===== config.mk =====
export PLATFORM = sky130hd
export DESIGN_NAME = asic_daq_top
export DESIGN_NICKNAME = d
export VERILOG_FILES = /design/src/source/asic_daq_pkg.sv /design/src/source/asic_daq_top.sv /design/src/source/readout_fifo.sv /design/src/source/asic_readout.sv /design/src/source/command_pulser.sv /design/src/source/register_banks.sv /design/src/source/host_bus_slave.sv
export SDC_FILE = /design/constraint.sdc
export NUM_CORES = 1
export LEC_CHECK = 0
export BUFFER_PORTS_ARGS = -buffer_cell sky130_fd_sc_hd__buf_2
export CAP_MARGIN = 20
export CORE_ASPECT_RATIO = 1.2
export CORE_MARGIN = 3
export CORE_UTILIZATION = 60
export CTS_CLUSTER_SIZE = 25
export DETAILED_ROUTE_END_ITERATION = 8
export PLACE_DENSITY = 0.77
export SYNTH_ARGS = -nofsm -noshare
export SYNTH_HDL_FRONTEND = slang
export SYNTH_HIERARCHICAL = 1
export SYNTH_SLANG_ARGS = --single-unit

===== constraint.sdc =====
create_clock -name sysclk -period 9.9 [get_ports sysclk]
set_clock_uncertainty 0.15 [all_clocks]
set_input_delay 1.98 -clock sysclk [delete_from_list [all_inputs] [get_ports sysclk]]
set_output_delay 1.98 -clock sysclk [all_outputs]
set_load 0.02 [all_outputs]

===== src/source/asic_daq_pkg.sv =====
package asic_daq_pkg;

	// ----------------------------------------
	// bus and register geometry
	localparam int BUS_WIDTH   = 16;
	localparam int DATA_WIDTH  = 32; // two bus transactions per word
	localparam int BANK_BITS   = 3;  // top bits of the address word
	localparam int OFFSET_BITS = 4;  // low bits of the address word

	// readout
	localparam int FIFO_DEPTH_LOG2 = 5;
	localparam logic [BUS_WIDTH-1:0] HEADER_WORD = 16'hA5A5;
	localparam logic [BUS_WIDTH-1:0] FOOTER_WORD = 16'h5A5A;

	// ----------------------------------------
	// banks 4 to 7 are unused and read as zero
	typedef enum logic [BANK_BITS-1:0] {
		SETTINGS  = 3'd0,
		STATUS    = 3'd1,
		PULSES    = 3'd2,
		FIFO_DATA = 3'd3
	} bank_e;

	typedef enum logic [1:0] {IDLE, EXECUTE, ACK, RELEASE} host_state_e;

	typedef enum logic [1:0] {HUNT, SHIFT, STORE} readout_state_e;

	// ----------------------------------------
	typedef struct packed {
		logic [BANK_BITS-1:0]   bank;
		logic [OFFSET_BITS-1:0] offset;
		logic [DATA_WIDTH-1:0]  write_data;
	} reg_access_t;

	typedef struct packed {
		logic [11:0] cmp_bias;
		logic [11:0] isel;
		logic [11:0] sb_bias;
		logic [11:0] db_bias;
	} asic_bias_t;

	typedef struct packed {
		logic dreset;
		logic legacy_serial;
		logic i2c_start;
		logic trigger;
	} command_pulses_t;

	typedef struct packed {
		logic       dreset_flag;
		logic       legacy_serial_flag;
		logic       i2c_flag;
		logic       trigger_flag;
		logic [7:0] trigger_count;
	} command_status_t;

	typedef struct packed {
		logic header;
		logic meat;
		logic footer;
	} readout_flags_t;

endpackage

===== src/source/asic_daq_top.sv =====
`timescale 1ns/1ps

module asic_daq_top (
	input  logic                               sysclk,
	input  logic                               reset,
	input  logic                               register_select,
	input  logic                               read,
	input  logic                               enable,
	input  logic [asic_daq_pkg::BUS_WIDTH-1:0] host_data_in,
	output logic [asic_daq_pkg::BUS_WIDTH-1:0] host_data_out,
	output logic                               ack_valid,
	input  logic                               asic_data,
	output asic_daq_pkg::asic_bias_t           bias,
	output logic                               ls_i2c,
	output asic_daq_pkg::command_pulses_t      commands,
	output asic_daq_pkg::readout_flags_t       readout_flags
);
	import asic_daq_pkg::*;

	reg_access_t              reg_access;
	logic [2**BANK_BITS-1:0]  write_strobe;
	logic [2**BANK_BITS-1:0]  read_strobe;
	logic [DATA_WIDTH-1:0]    read_data;
	command_pulses_t          pulse_requests;
	command_status_t          command_status;
	logic                     fifo_write;
	logic [BUS_WIDTH-1:0]     fifo_word_in;  // receiver to fifo
	logic [BUS_WIDTH-1:0]     fifo_head;     // fifo to read mux
	logic                     fifo_empty;
	logic [7:0]               fifo_error_count;
	logic                     fifo_pop;

	// ----------------------------------------
	// host side
	host_bus_slave i_host_bus_slave (
		.sysclk, .reset, .register_select, .read, .enable, .host_data_in,
		.host_data_out, .ack_valid, .reg_access, .write_strobe, .read_strobe, .read_data
	);

	register_banks i_register_banks (
		.sysclk, .reset, .reg_access, .write_strobe, .read_strobe, .read_data,
		.bias, .ls_i2c, .pulse_requests, .command_status,
		.fifo_word(fifo_head), .fifo_empty, .fifo_error_count, .fifo_pop
	);

	command_pulser i_command_pulser (
		.sysclk, .reset, .pulse_requests, .commands, .command_status
	);

	// ----------------------------------------
	// asic side
	asic_readout i_asic_readout (
		.sysclk, .reset, .asic_data, .fifo_write, .fifo_word(fifo_word_in),
		.flags(readout_flags)
	);

	readout_fifo i_readout_fifo (
		.sysclk, .reset, .write(fifo_write), .data_in(fifo_word_in), .pop(fifo_pop),
		.data_out(fifo_head), .empty(fifo_empty), .error_count(fifo_error_count)
	);

endmodule


===== src/source/readout_fifo.sv =====
`timescale 1ns/1ps

module readout_fifo (
	input  logic                               sysclk,
	input  logic                               reset,
	input  logic                               write,
	input  logic [asic_daq_pkg::BUS_WIDTH-1:0] data_in,
	input  logic                               pop,
	output logic [asic_daq_pkg::BUS_WIDTH-1:0] data_out,
	output logic                               empty,
	output logic [7:0]                         error_count
);
	import asic_daq_pkg::*;

	logic [BUS_WIDTH-1:0]     mem [2**FIFO_DEPTH_LOG2];
	logic [FIFO_DEPTH_LOG2:0] wr_ptr; // extra msb tells full from empty
	logic [FIFO_DEPTH_LOG2:0] rd_ptr;
	logic                     full;
	logic                     do_write;
	logic                     do_read;
	logic [1:0]               error_inc;
	logic [8:0]               error_sum;

	assign empty = (wr_ptr == rd_ptr);
	assign full  = (wr_ptr[FIFO_DEPTH_LOG2] != rd_ptr[FIFO_DEPTH_LOG2]) &&
		(wr_ptr[FIFO_DEPTH_LOG2-1:0] == rd_ptr[FIFO_DEPTH_LOG2-1:0]);

	assign do_write = write && !full;
	assign do_read  = pop && !empty;

	// overflow and underflow can land in the same cycle
	assign error_inc = {1'b0, write && full} + {1'b0, pop && empty};
	assign error_sum = {1'b0, error_count} + {7'b0, error_inc};

	// fall through, zero when empty
	assign data_out = empty ? '0 : mem[rd_ptr[FIFO_DEPTH_LOG2-1:0]];

	// ----------------------------------------
	always_ff @(posedge sysclk) begin
		if (do_write) begin
			mem[wr_ptr[FIFO_DEPTH_LOG2-1:0]] <= data_in;
		end
	end

	always_ff @(posedge sysclk) begin
		if (reset) begin
			wr_ptr      <= '0;
			rd_ptr      <= '0;
			error_count <= '0;
		end else begin
			if (do_write) begin
				wr_ptr <= wr_ptr + 1'b1;
			end
			if (do_read) begin
				rd_ptr <= rd_ptr + 1'b1;
			end
			error_count <= error_sum[8] ? 8'hFF : error_sum[7:0]; // saturates
		end
	end

endmodule


===== src/source/asic_readout.sv =====
`timescale 1ns/1ps

module asic_readout (
	input  logic                               sysclk,
	input  logic                               reset,
	input  logic                               asic_data,
	output logic                               fifo_write,
	output logic [asic_daq_pkg::BUS_WIDTH-1:0] fifo_word,
	output asic_daq_pkg::readout_flags_t       flags
);
	import asic_daq_pkg::*;

	readout_state_e               state;
	logic [BUS_WIDTH-1:0]         shift_reg;
	logic [$clog2(BUS_WIDTH)-1:0] bit_count;
	logic                         in_packet; // between header and footer

	// ----------------------------------------
	// start bit, 16 bits msb first, then one cycle in STORE
	// the line has to be low in the STORE cycle or the next start bit is missed
	always_ff @(posedge sysclk) begin
		if (reset) begin
			state      <= HUNT;
			bit_count  <= '0;
			in_packet  <= 1'b0;
			fifo_write <= 1'b0;
			flags      <= '0;
		end else begin
			fifo_write <= 1'b0;
			flags      <= '0;
			case (state)
				HUNT: begin
					bit_count <= '0;
					if (asic_data) begin
						state <= SHIFT;
					end
				end
				SHIFT: begin
					bit_count <= bit_count + 1'b1;
					if (&bit_count) begin
						state <= STORE; // last bit sampled
					end
				end
				STORE: begin
					state <= HUNT;
					if (shift_reg == HEADER_WORD) begin
						in_packet    <= 1'b1; // a second header restarts the packet
						fifo_write   <= 1'b1;
						flags.header <= 1'b1;
					end else if (in_packet && shift_reg == FOOTER_WORD) begin
						in_packet    <= 1'b0;
						fifo_write   <= 1'b1;
						flags.footer <= 1'b1;
					end else if (in_packet) begin
						fifo_write <= 1'b1;
						flags.meat <= 1'b1;
					end
				end
				default: state <= HUNT;
			endcase
		end
	end

	// data path
	always_ff @(posedge sysclk) begin
		if (state == SHIFT) begin
			shift_reg <= {shift_reg[BUS_WIDTH-2:0], asic_data};
		end
		if (state == STORE) begin
			fifo_word <= shift_reg;
		end
	end

endmodule


===== src/source/command_pulser.sv =====
`timescale 1ns/1ps

module command_pulser (
	input  logic                          sysclk,
	input  logic                          reset,
	input  asic_daq_pkg::command_pulses_t pulse_requests,
	output asic_daq_pkg::command_pulses_t commands,
	output asic_daq_pkg::command_status_t command_status
);
	import asic_daq_pkg::*;

	// ----------------------------------------
	// one cycle command pulses
	always_ff @(posedge sysclk) begin
		if (reset) begin
			commands <= '0;
		end else begin
			commands <= pulse_requests;
		end
	end

	// sticky flags, set together with the pulse
	always_ff @(posedge sysclk) begin
		if (reset) begin
			command_status <= '0;
		end else begin
			if (pulse_requests.dreset) begin
				command_status.dreset_flag <= 1'b1;
			end
			if (pulse_requests.legacy_serial) begin
				command_status.legacy_serial_flag <= 1'b1;
			end
			if (pulse_requests.i2c_start) begin
				command_status.i2c_flag <= 1'b1;
			end
			if (pulse_requests.trigger) begin
				command_status.trigger_flag  <= 1'b1;
				command_status.trigger_count <= command_status.trigger_count + 1'b1; // wraps
			end
		end
	end

endmodule


===== src/source/register_banks.sv =====
`timescale 1ns/1ps

module register_banks (
	input  logic                                  sysclk,
	input  logic                                  reset,
	input  asic_daq_pkg::reg_access_t             reg_access,
	input  logic [2**asic_daq_pkg::BANK_BITS-1:0] write_strobe,
	input  logic [2**asic_daq_pkg::BANK_BITS-1:0] read_strobe,
	output logic [asic_daq_pkg::DATA_WIDTH-1:0]   read_data,
	output asic_daq_pkg::asic_bias_t              bias,
	output logic                                  ls_i2c,
	output asic_daq_pkg::command_pulses_t         pulse_requests,
	input  asic_daq_pkg::command_status_t         command_status,
	input  logic [asic_daq_pkg::BUS_WIDTH-1:0]    fifo_word,
	input  logic                                  fifo_empty,
	input  logic [7:0]                            fifo_error_count,
	output logic                                  fifo_pop
);
	import asic_daq_pkg::*;

	logic [DATA_WIDTH-1:0] settings [2**OFFSET_BITS];
	logic [DATA_WIDTH-1:0] status_word;

	// ----------------------------------------
	// settings bank
	always_ff @(posedge sysclk) begin
		if (reset) begin
			for (int i = 0; i < 2**OFFSET_BITS; i++) begin
				settings[i] <= '0;
			end
		end else if (write_strobe[SETTINGS]) begin
			settings[reg_access.offset] <= reg_access.write_data;
		end
	end

	assign ls_i2c        = settings[0][0]; // 0 = i2c, 1 = legacy serial
	assign bias.cmp_bias = settings[1][11:0];
	assign bias.isel     = settings[2][11:0];
	assign bias.sb_bias  = settings[3][11:0];
	assign bias.db_bias  = settings[4][11:0];

	// ----------------------------------------
	// status bank, read only
	always_comb begin
		status_word = '0;
		case (reg_access.offset)
			4'd0: status_word[6:3] = {command_status.dreset_flag,
				command_status.legacy_serial_flag, command_status.i2c_flag,
				command_status.trigger_flag};
			4'd1: status_word[7:0] = command_status.trigger_count;
			4'd2: status_word[0]   = fifo_empty;
			4'd4: status_word[7:0] = fifo_error_count;
			default: status_word = '0;
		endcase
	end

	// pulse bank, one cycle per write
	always_comb begin
		pulse_requests = '0;
		if (write_strobe[PULSES]) begin
			case (reg_access.offset)
				4'd0: pulse_requests.dreset        = 1'b1;
				4'd1: pulse_requests.legacy_serial = 1'b1;
				4'd2: pulse_requests.i2c_start     = 1'b1;
				4'd3: pulse_requests.trigger       = 1'b1;
				default: pulse_requests = '0;
			endcase
		end
	end

	assign fifo_pop = read_strobe[FIFO_DATA];

	// read mux
	always_comb begin
		case (bank_e'(reg_access.bank))
			SETTINGS:  read_data = settings[reg_access.offset];
			STATUS:    read_data = status_word;
			FIFO_DATA: read_data = {{(DATA_WIDTH-BUS_WIDTH){1'b0}}, fifo_word};
			default:   read_data = '0; // pulses and unused banks
		endcase
	end

endmodule


===== src/source/host_bus_slave.sv =====
`timescale 1ns/1ps

module host_bus_slave (
	input  logic                                  sysclk,
	input  logic                                  reset,
	input  logic                                  register_select, // 0 = address, 1 = data
	input  logic                                  read,            // 0 = write, 1 = read
	input  logic                                  enable,
	input  logic [asic_daq_pkg::BUS_WIDTH-1:0]    host_data_in,
	output logic [asic_daq_pkg::BUS_WIDTH-1:0]    host_data_out,
	output logic                                  ack_valid,
	output asic_daq_pkg::reg_access_t             reg_access,
	output logic [2**asic_daq_pkg::BANK_BITS-1:0] write_strobe,
	output logic [2**asic_daq_pkg::BANK_BITS-1:0] read_strobe,
	input  logic [asic_daq_pkg::DATA_WIDTH-1:0]   read_data
);
	import asic_daq_pkg::*;

	host_state_e            state;
	logic                   enable_meta;
	logic                   enable_sync;
	logic                   half; // 0 = upper half is next
	logic [BANK_BITS-1:0]   address_bank;
	logic [OFFSET_BITS-1:0] address_offset;
	logic [BUS_WIDTH-1:0]   write_upper;
	logic [BUS_WIDTH-1:0]   read_lower;
	logic                   data_phase;
	logic                   word_done;

	// ----------------------------------------
	// enable comes straight from the host pins
	always_ff @(posedge sysclk) begin
		if (reset) begin
			enable_meta <= 1'b0;
			enable_sync <= 1'b0;
		end else begin
			enable_meta <= enable;
			enable_sync <= enable_meta;
		end
	end

	always_ff @(posedge sysclk) begin
		if (reset) begin
			state <= IDLE;
		end else begin
			case (state)
				IDLE:    if (enable_sync) state <= EXECUTE; // synchronized rise
				EXECUTE: state <= ACK;
				ACK:     if (!enable_sync) state <= RELEASE; // host let go
				RELEASE: state <= IDLE;
				default: state <= IDLE;
			endcase
		end
	end

	assign ack_valid  = (state == ACK);
	assign data_phase = (state == EXECUTE) && register_select;
	assign word_done  = data_phase && half;

	// write strobe on the lower half, read strobe on the upper half
	always_comb begin
		write_strobe = '0;
		read_strobe  = '0;
		if (word_done && !read) begin
			write_strobe[address_bank] = 1'b1;
		end
		if (data_phase && !half && read) begin
			read_strobe[address_bank] = 1'b1;
		end
	end

	assign reg_access = '{
		bank:       address_bank,
		offset:     address_offset,
		write_data: {write_upper, host_data_in}
	};

	// ----------------------------------------
	// address register, half counter and return data
	always_ff @(posedge sysclk) begin
		if (reset) begin
			half           <= 1'b0;
			address_bank   <= '0;
			address_offset <= '0;
			host_data_out  <= '0;
		end else if (state == EXECUTE) begin
			if (!register_select) begin
				half <= 1'b0;
				if (read) begin
					// address readback
					host_data_out <= {address_bank,
						{(BUS_WIDTH-BANK_BITS-OFFSET_BITS){1'b0}}, address_offset};
				end else begin
					address_bank   <= host_data_in[BUS_WIDTH-1 -: BANK_BITS];
					address_offset <= host_data_in[OFFSET_BITS-1:0];
				end
			end else begin
				half <= !half;
				if (word_done) begin
					address_offset <= address_offset + 1'b1; // autoincrement
				end
				if (read) begin
					host_data_out <= half ? read_lower : read_data[DATA_WIDTH-1 -: BUS_WIDTH];
				end
			end
		end
	end

	// upper write half and lower read half wait here for the second phase
	always_ff @(posedge sysclk) begin
		if (data_phase && !half) begin
			write_upper <= host_data_in;
			read_lower  <= read_data[BUS_WIDTH-1:0];
		end
	end

endmodule


# ---- Word-level counts from Yosys, hierarchy flattened
# Memories as Yosys holds them, arrays and structs flattened. A register that Yosys moved wholly into a read port is not among the register bits.
# Index checks and enable logic that the tools add are counted.
dict set report classes {
  n_addsub 7
  multipliers 0
  div_mod_pow 0
  n_lt_le_gt_ge 2
  eq_ne 22
  n_shift 0
  n_mux 52
  bitwise 3
  n_reduce_logical 33
}
# operator count
set ops {}
lappend ops {{case mux 32 bit (3 select lines)} 1}
lappend ops {{two-way mux 16 bit} 5}
lappend ops {{two-way mux 32 bit} 1}
lappend ops {{two-way mux 4 bit} 8}
lappend ops {{OR reduction 32 bit} 1}
lappend ops {{two-way mux 1 bit} 21}
lappend ops {{== test 16 x 15 -> 1 bit (second input constant)} 1}
lappend ops {{== test 16 bit (second input constant)} 1}
lappend ops {{adder 6 x 1 -> 6 bit (second input constant)} 2}
lappend ops {{logical AND 1 bit} 12}
lappend ops {{case mux 4 bit (3 select lines)} 1}
lappend ops {{two-way mux 5 bit} 2}
lappend ops {{adder 8 x 2 -> 9 bit} 1}
lappend ops {{adder 4 x 1 -> 4 bit (second input constant)} 2}
lappend ops {{adder 8 x 1 -> 8 bit (second input constant)} 1}
lappend ops {{== test 4 x 2 -> 1 bit (second input constant)} 2}
lappend ops {{two-way mux 2 bit} 4}
lappend ops {{two-way mux 8 bit} 1}
lappend ops {{case mux 2 bit (2 select lines)} 2}
lappend ops {{case mux 2 bit (4 select lines)} 1}
lappend ops {{case mux 4 bit (2 select lines)} 1}
lappend ops {{AND reduction 2 bit} 4}
lappend ops {{== test 2 bit (second input constant)} 3}
lappend ops {{== test 6 bit} 1}
lappend ops {{27 further kinds} 40}
dict set report totals {
  ff_bits 139
  latch_bits 0
  mem_bits_rw 1024
  rom_bits 0
  inputBits 22
  out_inout_bits 73
  word_cells 151
  mem_count 2
}
# name depth word_bits read_ports rd_clocked_by_memory_dff wr line_no
set mem_list {}
lappend mem_list {i_readout_fifo.mem 32 16 1 1 1 readout_fifo.sv:15} ;# logic [BUS_WIDTH-1:0] mem [2**FIFO_DEPTH_LOG2];
lappend mem_list {i_register_banks.settings 16 32 6 1 16 register_banks.sv:21} ;# logic [DATA_WIDTH-1:0] settings [2**OFFSET_BITS];

# ---- Depth between registers and ports, before layout
# Gate-level depths: netlist of run 1.
dict set report depth {
  ltp_word 10
  ltp_mapped 14
  mapped_depth_nobuf 13
}

# ---- Cells and area by module
# The synthesis of run 1 kept the hierarchy.
# mod instances cells_per_inst area_each_um2
set modules_own_cells {}
lappend modules_own_cells {register_banks 1 1541 23909.2}
lappend modules_own_cells {readout_fifo 1 1016 20787.4}
lappend modules_own_cells {host_bus_slave 1 232 2638.8}
lappend modules_own_cells {asic_readout 1 88 1527.7}
lappend modules_own_cells {command_pulser 1 57 554.3}

# ---- Worst setup path after synthesis of run 1
# OpenSTA, ideal clock, no wires.
dict set report synth_timing {
  path_kind {input-to-reg}
  from {in register_select}
  to {reg i_readout_fifo.error_count[0]}
  setup_ns 0.071
  arrival_ns 4.905
  slack_ns 4.774
  cell_stages 13
  path_buffers 2
  path_cell_list {buf_6 -> and3b_1 -> nand3_1 -> nor2_1 -> buf_4 -> nand2_1 -> fa_1 -> inv_1 -> ha_1 -> and3_1 -> and3_1 -> nand3_1 -> a21oi_1}
}
dict set report synth_via {
  elab_chain_len 8
}
# element line_no
set synth_rtl {}
lappend synth_rtl {{start, declared} asic_daq_top.sv:6} ;# input logic register_select,
lappend synth_rtl {{logical AND 1 bit} host_bus_slave.sv:57} ;# assign data_phase = (state == EXECUTE) && register_select;
lappend synth_rtl {{logical AND 1 bit (2 in a row)} host_bus_slave.sv:67} ;# if (data_phase && !half && read) begin
lappend synth_rtl {{two-way mux 4 bit} host_bus_slave.sv:67}
lappend synth_rtl {{net read_strobe[3]} asic_daq_top.sv:22} ;# logic [2**BANK_BITS-1:0] read_strobe;
lappend synth_rtl {{logical AND 1 bit} readout_fifo.sv:32} ;# assign error_inc = {1'b0, write && full} + {1'b0, pop && empty};
lappend synth_rtl {{adder 1 x 1 -> 2 bit} readout_fifo.sv:32}
lappend synth_rtl {{adder 8 x 2 -> 9 bit} readout_fifo.sv:33} ;# assign error_sum = {1'b0, error_count} + {7'b0, error_inc};
lappend synth_rtl {{two-way mux 8 bit} readout_fifo.sv:57} ;# error_count <= error_sum[8] ? 8'hFF : error_sum[7:0];
lappend synth_rtl {{end signal, assigned} readout_fifo.sv:57}
lappend synth_rtl {{end, declared} readout_fifo.sv:11} ;# output logic [7:0] error_count
# The timed path passes the listed nets, and every way through them passes these cells.
# A chain may end at the register's enable or synchronous reset.

# ---- Worst setup path after layout of run 1
dict set report layout_timing {
  from {in register_select}
  to {reg i_readout_fifo.error_count[1]}
}
# Same word-level chain as after synthesis.

==> flow_summary.toml, run 1 <==
[clocking]
htreeDepth = 3
cts_tree = "yes"
clkTransAtPathRegs_ns = 0.06
cts_root_buffer = "clkbuf_16"
clk_latency_ns = 0.69
cts_resized = 0
cts_buffers = 108
clk_path_buf_depth = 3
cts_setup_buffers = 0
holdBufCountCts = 0
cts.sinks = 1168

[layout]
fin_cells = 4064
multiInputGateArea_um2 = 13500
fillers = 5210
final_cell_mix = "edfxtp_1, and2_1, mux4_2"
layout-area-overhead-vs-synth_pct = 9.61
finalInstanceArea_um2 = 54100
final_common_cell = "edfxtp_1"
drive_above_1_share_pct = 20.9
nNetsFinal = 2964
seq_area_um2 = 34300

[timing]
hold_violations = 0
rsz0062_at_grt = "false"
setup_tns_ns = 0
post-route-min-period_ns = 5.10
drv_slew = 0
finalSetupViolCount = 0
fin_crit_sh_pct = 51.5
fin_ws_ns = 4.80
fmax_ghz = 0.196
tightest_slew_ns = 1.10
slew_headroom_pct = 26.4

[global_routing]
grt_overflow = 0
track_usage_pct = 28.4
grt_pass1_vias = 26659
grt_max_degree = 85
grt_pass1_wl_um = 177000
antenna_found_initial = 4

[floorplan]
die_h_um = 320
die_area_um2 = 85700
core.rowCount = 114
initial_core_util_pct = 60.9
die_w_um = 268
coreArea_um2 = 81000
pin_count = 95

[synthesis]
ys.warnings.count = 6
syn_inst = 2918
syn-cell-area_um2 = 49300
avgSynthCellArea_um2 = 16.9
synth.net_count = 2954

[pwr]
irDropWorstVdd_v = 0.000167
cellPowerDensity_nw_per_um2 = 191
leakage_uw = 0.0179

[detailed_routing]
dr.pass1.iters = 6
avgViaCountPerCell = 6.55
drt-initial-drc-count = 2928
wl_per_cell_um = 30.1
vias = 26602
drcViolationCount = 0
postRouteWirelength_um = 122000
drt.antenna.violating_nets = 0

[place]
dp_hpwl_um = 74300
io_buffers = 94
placed_area_um2 = 50100
globalplace.congestion = 0.925
placed_cells = 3848
place_ws_ns = 4.17

[critical_path]
r2r_cells = 8
worstReg2RegEnd = "i_host_bus_slave/read_lower[2]"
arrival_ns = 5.56
required_ns = 10.37
path_cells = "buf_2 -> and3b_2 -> nand3_1 -> nor2_1 -> nand2_1 -> fa_1 -> inv_1 -> ha_1 -> and3_1 -> and3_1 -> nand3_1 -> a21oi_1"
reg2reg_slack_ns = 5.41
critPathMaxStageDelay_ns = 0.81
cp-end-kind = "flop"
worst_path_max_delay_cell = "and3b_2"
path_max_fanout = 34
crit_path_end = "i_readout_fifo/error_count[1]"
cp-start-kind = "input port"
cp-startpoint = "register_select"
worst-setup-path-type = "input port to flop"

[status]
status = "finished, final reports clean"

[min_path]
min_path_type = "flop to flop"
holdPathStages = 1
min_from = "i_host_bus_slave/enable_meta"

[job]
maxCapViolCount = 0
-- through the flow --
stage	hold WS, ns	util, %	power, uW
final	0.307	66.8	10300
after global placement	0.273	61.8	6240
after floorplan	0.264	-	6020
after detailed placement	0.302	61.9	6260
after global routing	0.330	66.8	10600
after CTS	0.312	66.3	10400
-- final cells by class --
class | instances | share of cell area [%]
tap | 1044 | 2.41
inverter | 16 | 0.111
timing repair buffer | 166 | 2.49
clock inverter | 57 | 0.997
multi-input combinational | 1468 | 25.0
clock buffer | 143 | 5.58
sequential | 1168 | 63.4
antenna | 2 | 0.00925
-- worst min-delay path by stage --
stage	slack, ns	end
after floorplan	0.26	i_host_bus_slave/enable_sync
after global placement	0.27	i_host_bus_slave/enable_sync
after detailed placement	0.30	i_host_bus_slave/host_data_out[0]
after CTS	0.31	i_host_bus_slave/host_data_out[0]
after global routing	0.33	i_host_bus_slave/enable_sync
final	0.31	i_host_bus_slave/enable_sync
-- metal layers --
metal	up-vias	part of all wire, %	GRT usage, %
li1	11165	-	-
met2	1406	50	46.8
met1	13739	35	36.8
met4	2	5.8	15.2
met5	-	0.013	0
met3	290	8.4	4.47
-- power by group --
| part | switching (uW) | total [uW] | internal (uW) |
|---|---|---|---|
| clock network | 1800 | 4180 | 2380 |
| logic | 369 | 565 | 196 |
| registers | 135 | 5610 | 5470 |
| total | 2300 | 10300 | 8050 |
-- critical path, delay by kind of cell --
kind            cells  cell delay, ns
compound gates      1            0.20
fa+ha+maj           2            0.63
buf+inv             2            0.49
simple gates        7            2.24
(Power assumes the default switching activity.)
==> run 2: changes to the inputs <==
--- a/config.mk
+++ b/config.mk
@@ -5,6 +5,7 @@
 export SDC_FILE = /design/constraint.sdc
 export NUM_CORES = 1
 export LEC_CHECK = 0
+export ABC_AREA = 1
 export BUFFER_PORTS_ARGS = -buffer_cell sky130_fd_sc_hd__buf_2
 export CAP_MARGIN = 20
 export CORE_ASPECT_RATIO = 1.2
==> constraint.sdc (replaced) <==
create_clock -name sysclk -period 4.9 [get_ports sysclk]
set_clock_uncertainty 0.15 [all_clocks]
set_input_delay 0.98 -clock sysclk [delete_from_list [all_inputs] [get_ports sysclk]]
set_output_delay 0.98 -clock sysclk [all_outputs]
set_load 0.02 [all_outputs]
==> run 2 against run 1 <==
Compared with the run above:
- final area is 3.3% higher
- sequential power up 100%
- total power rose by 110%
- die area increased by 4.2%
- non-clock buffer count increased by 36
- flip-flop and latch count stayed put
- worst setup slack got worse by 3.8 ns
- global-route usage grew 2.2 points
- sequential share of layout area down 2.0 points
- via count is 39% higher
- critical path type is now flop to flop
- highest routed layer is now met4
==> flow_summary.toml, run 2 <==
[status]
status = "finished, final reports clean"

[pwr]
cellPowerDensity_nw_per_um2 = 388
irDropWorstVdd_v = 0.000349
leakage_uw = 0.0227

[timing]
fin_crit_sh_pct = 80.0
hold_violations = 0
fmax_ghz = 0.255
drv_slew = 0
post-route-min-period_ns = 3.92
finalSetupViolCount = 0
tightest_slew_ns = 1.17
rsz0062_at_grt = "false"
setup_tns_ns = 0
slew_headroom_pct = 21.9

[critical_path]
worst_path_max_delay_cell = "fa_1"
path_max_fanout = 10
cp-start-kind = "flop"
r2r_cells = 17
crit_top_cell = "nand2_1"
path_cells = "inv_1 -> ha_1 -> nand2_1 -> nor2_4 -> nand2_4 -> nor2_1 -> buf_4 -> nand2_1 -> fa_1 -> inv_1 -> ha_1 -> nand2_1 -> nor3b_1 -> nand2_1 -> nor2_1 -> inv_1 -> a21oi_1"
critPathMaxStageDelay_ns = 0.40
cp.depth = 17
worst-setup-path-type = "flop to flop"
required_ns = 5.33
cp_num_buf_inv = 4
cp-end-kind = "flop"
reg2reg_slack_ns = 0.98
arrival_ns = 4.35
crit_family = "simple AND/OR/NAND/NOR gates"

[floorplan]
die_w_um = 273
pin_count = 95
initial_core_util_pct = 60.6
core.rowCount = 117
coreArea_um2 = 84900
die_h_um = 327
die_area_um2 = 89300

[clocking]
cts_root_buffer = "clkbuf_16"
cts_buffers = 111
holdBufCountCts = 0
htreeDepth = 3
cts_resized = 0
clk_latency_ns = 0.70
cts.sinks = 1168
cts_setup_buffers = 0
clk_path_buf_depth = 3
clkTransAtPathRegs_ns = 0.06
cts_tree = "yes"

[synthesis]
syn-cell-area_um2 = 51500
ys.warnings.count = 6
syn_inst = 5146
avgSynthCellArea_um2 = 10.0
synth.net_count = 5182

[min_path]
holdPathStages = 2
min_path_type = "flop to flop"

[place]
dp_hpwl_um = 83900
io_buffers = 94
globalplace.congestion = 0.916
placed_area_um2 = 52200

[detailed_routing]
drcViolationCount = 0
postRouteWirelength_um = 139000
avgViaCountPerCell = 5.86
dr.pass1.iters = 7
drt.antenna.violating_nets = 0
vias = 36976
drt-initial-drc-count = 4920
wl_per_cell_um = 22.0

[global_routing]
grt_pass1_vias = 34592
antenna_found_initial = 1
grt_pass1_wl_um = 206000
grt_max_degree = 156
track_usage_pct = 30.6
grt_overflow = 0

[layout]
fillers = 6251
final_cell_mix = "nand2_1, edfxtp_1, nor2_1"
fin_util_pct = 65.8
final_common_cell = "nand2_1"
nNetsFinal = 5127
antenna_cells = 0
finalInstanceArea_um2 = 55900
drive_above_1_share_pct = 8.68
layout-area-overhead-vs-synth_pct = 8.60

[job]
maxCapViolCount = 0
[run 2: final timing paths]
path	to	start
worst max-delay path	i_readout_fifo/error_count[2]	i_host_bus_slave/state[1]
worst min-delay path	i_host_bus_slave/enable_sync	i_host_bus_slave/enable_meta
worst min register to register	i_host_bus_slave/enable_sync	i_host_bus_slave/enable_meta
worst max register to register	i_readout_fifo/error_count[2]	i_host_bus_slave/state[1]
[run 2: tightest hold or removal path, cell delays in order (launching register included)]
cell     delay (ns)
dfxtp_1        0.30
inv_1          0.04
nor2_1         0.03
[run 2: per-layer routing]
metal	vias to the layer above	global-route usage, %	share of wire [%]	wire length (um)
li1	16780	-	-	-
met1	17503	38.2	34	47600
met2	2278	51.4	50	69000
met3	415	4.17	9.7	13500
met4	0	17.7	6.3	8760
met5	-	0	0	0
[run 2: stage by stage]
stage                     setup WS [ns]  total power [uW]  cells  hold slack, ns
after CTS                          1.07             21700   6312           0.270
after global placement            0.851             13400   6104           0.266
after detailed placement          0.765             13400   6105           0.262
after floorplan                    1.28             12700   5146           0.238
after global routing              0.772             22300   6315           0.295
final                             0.978             21700   6315           0.259
[run 2: layout make-up]
cell class	instances	area (um^2)	share of cell area (%)
sequential	1168	34300	61.3
multi-input combinational	3317	14100	25.2
clock buffer	139	2990	5.34
timing repair buffer	202	1450	2.59
tap	1130	1410	2.53
inverter	291	1110	1.98
clock inverter	68	583	1.04
[run 2: where the power goes]
part	switching, uW	leakage, uW	internal, uW	total, uW
sequential	164	0.0111	11100	11300
clock	3700	0.00176	4740	8440
combinational	1580	0.00984	410	1980
total	5440	0.0227	16300	21700
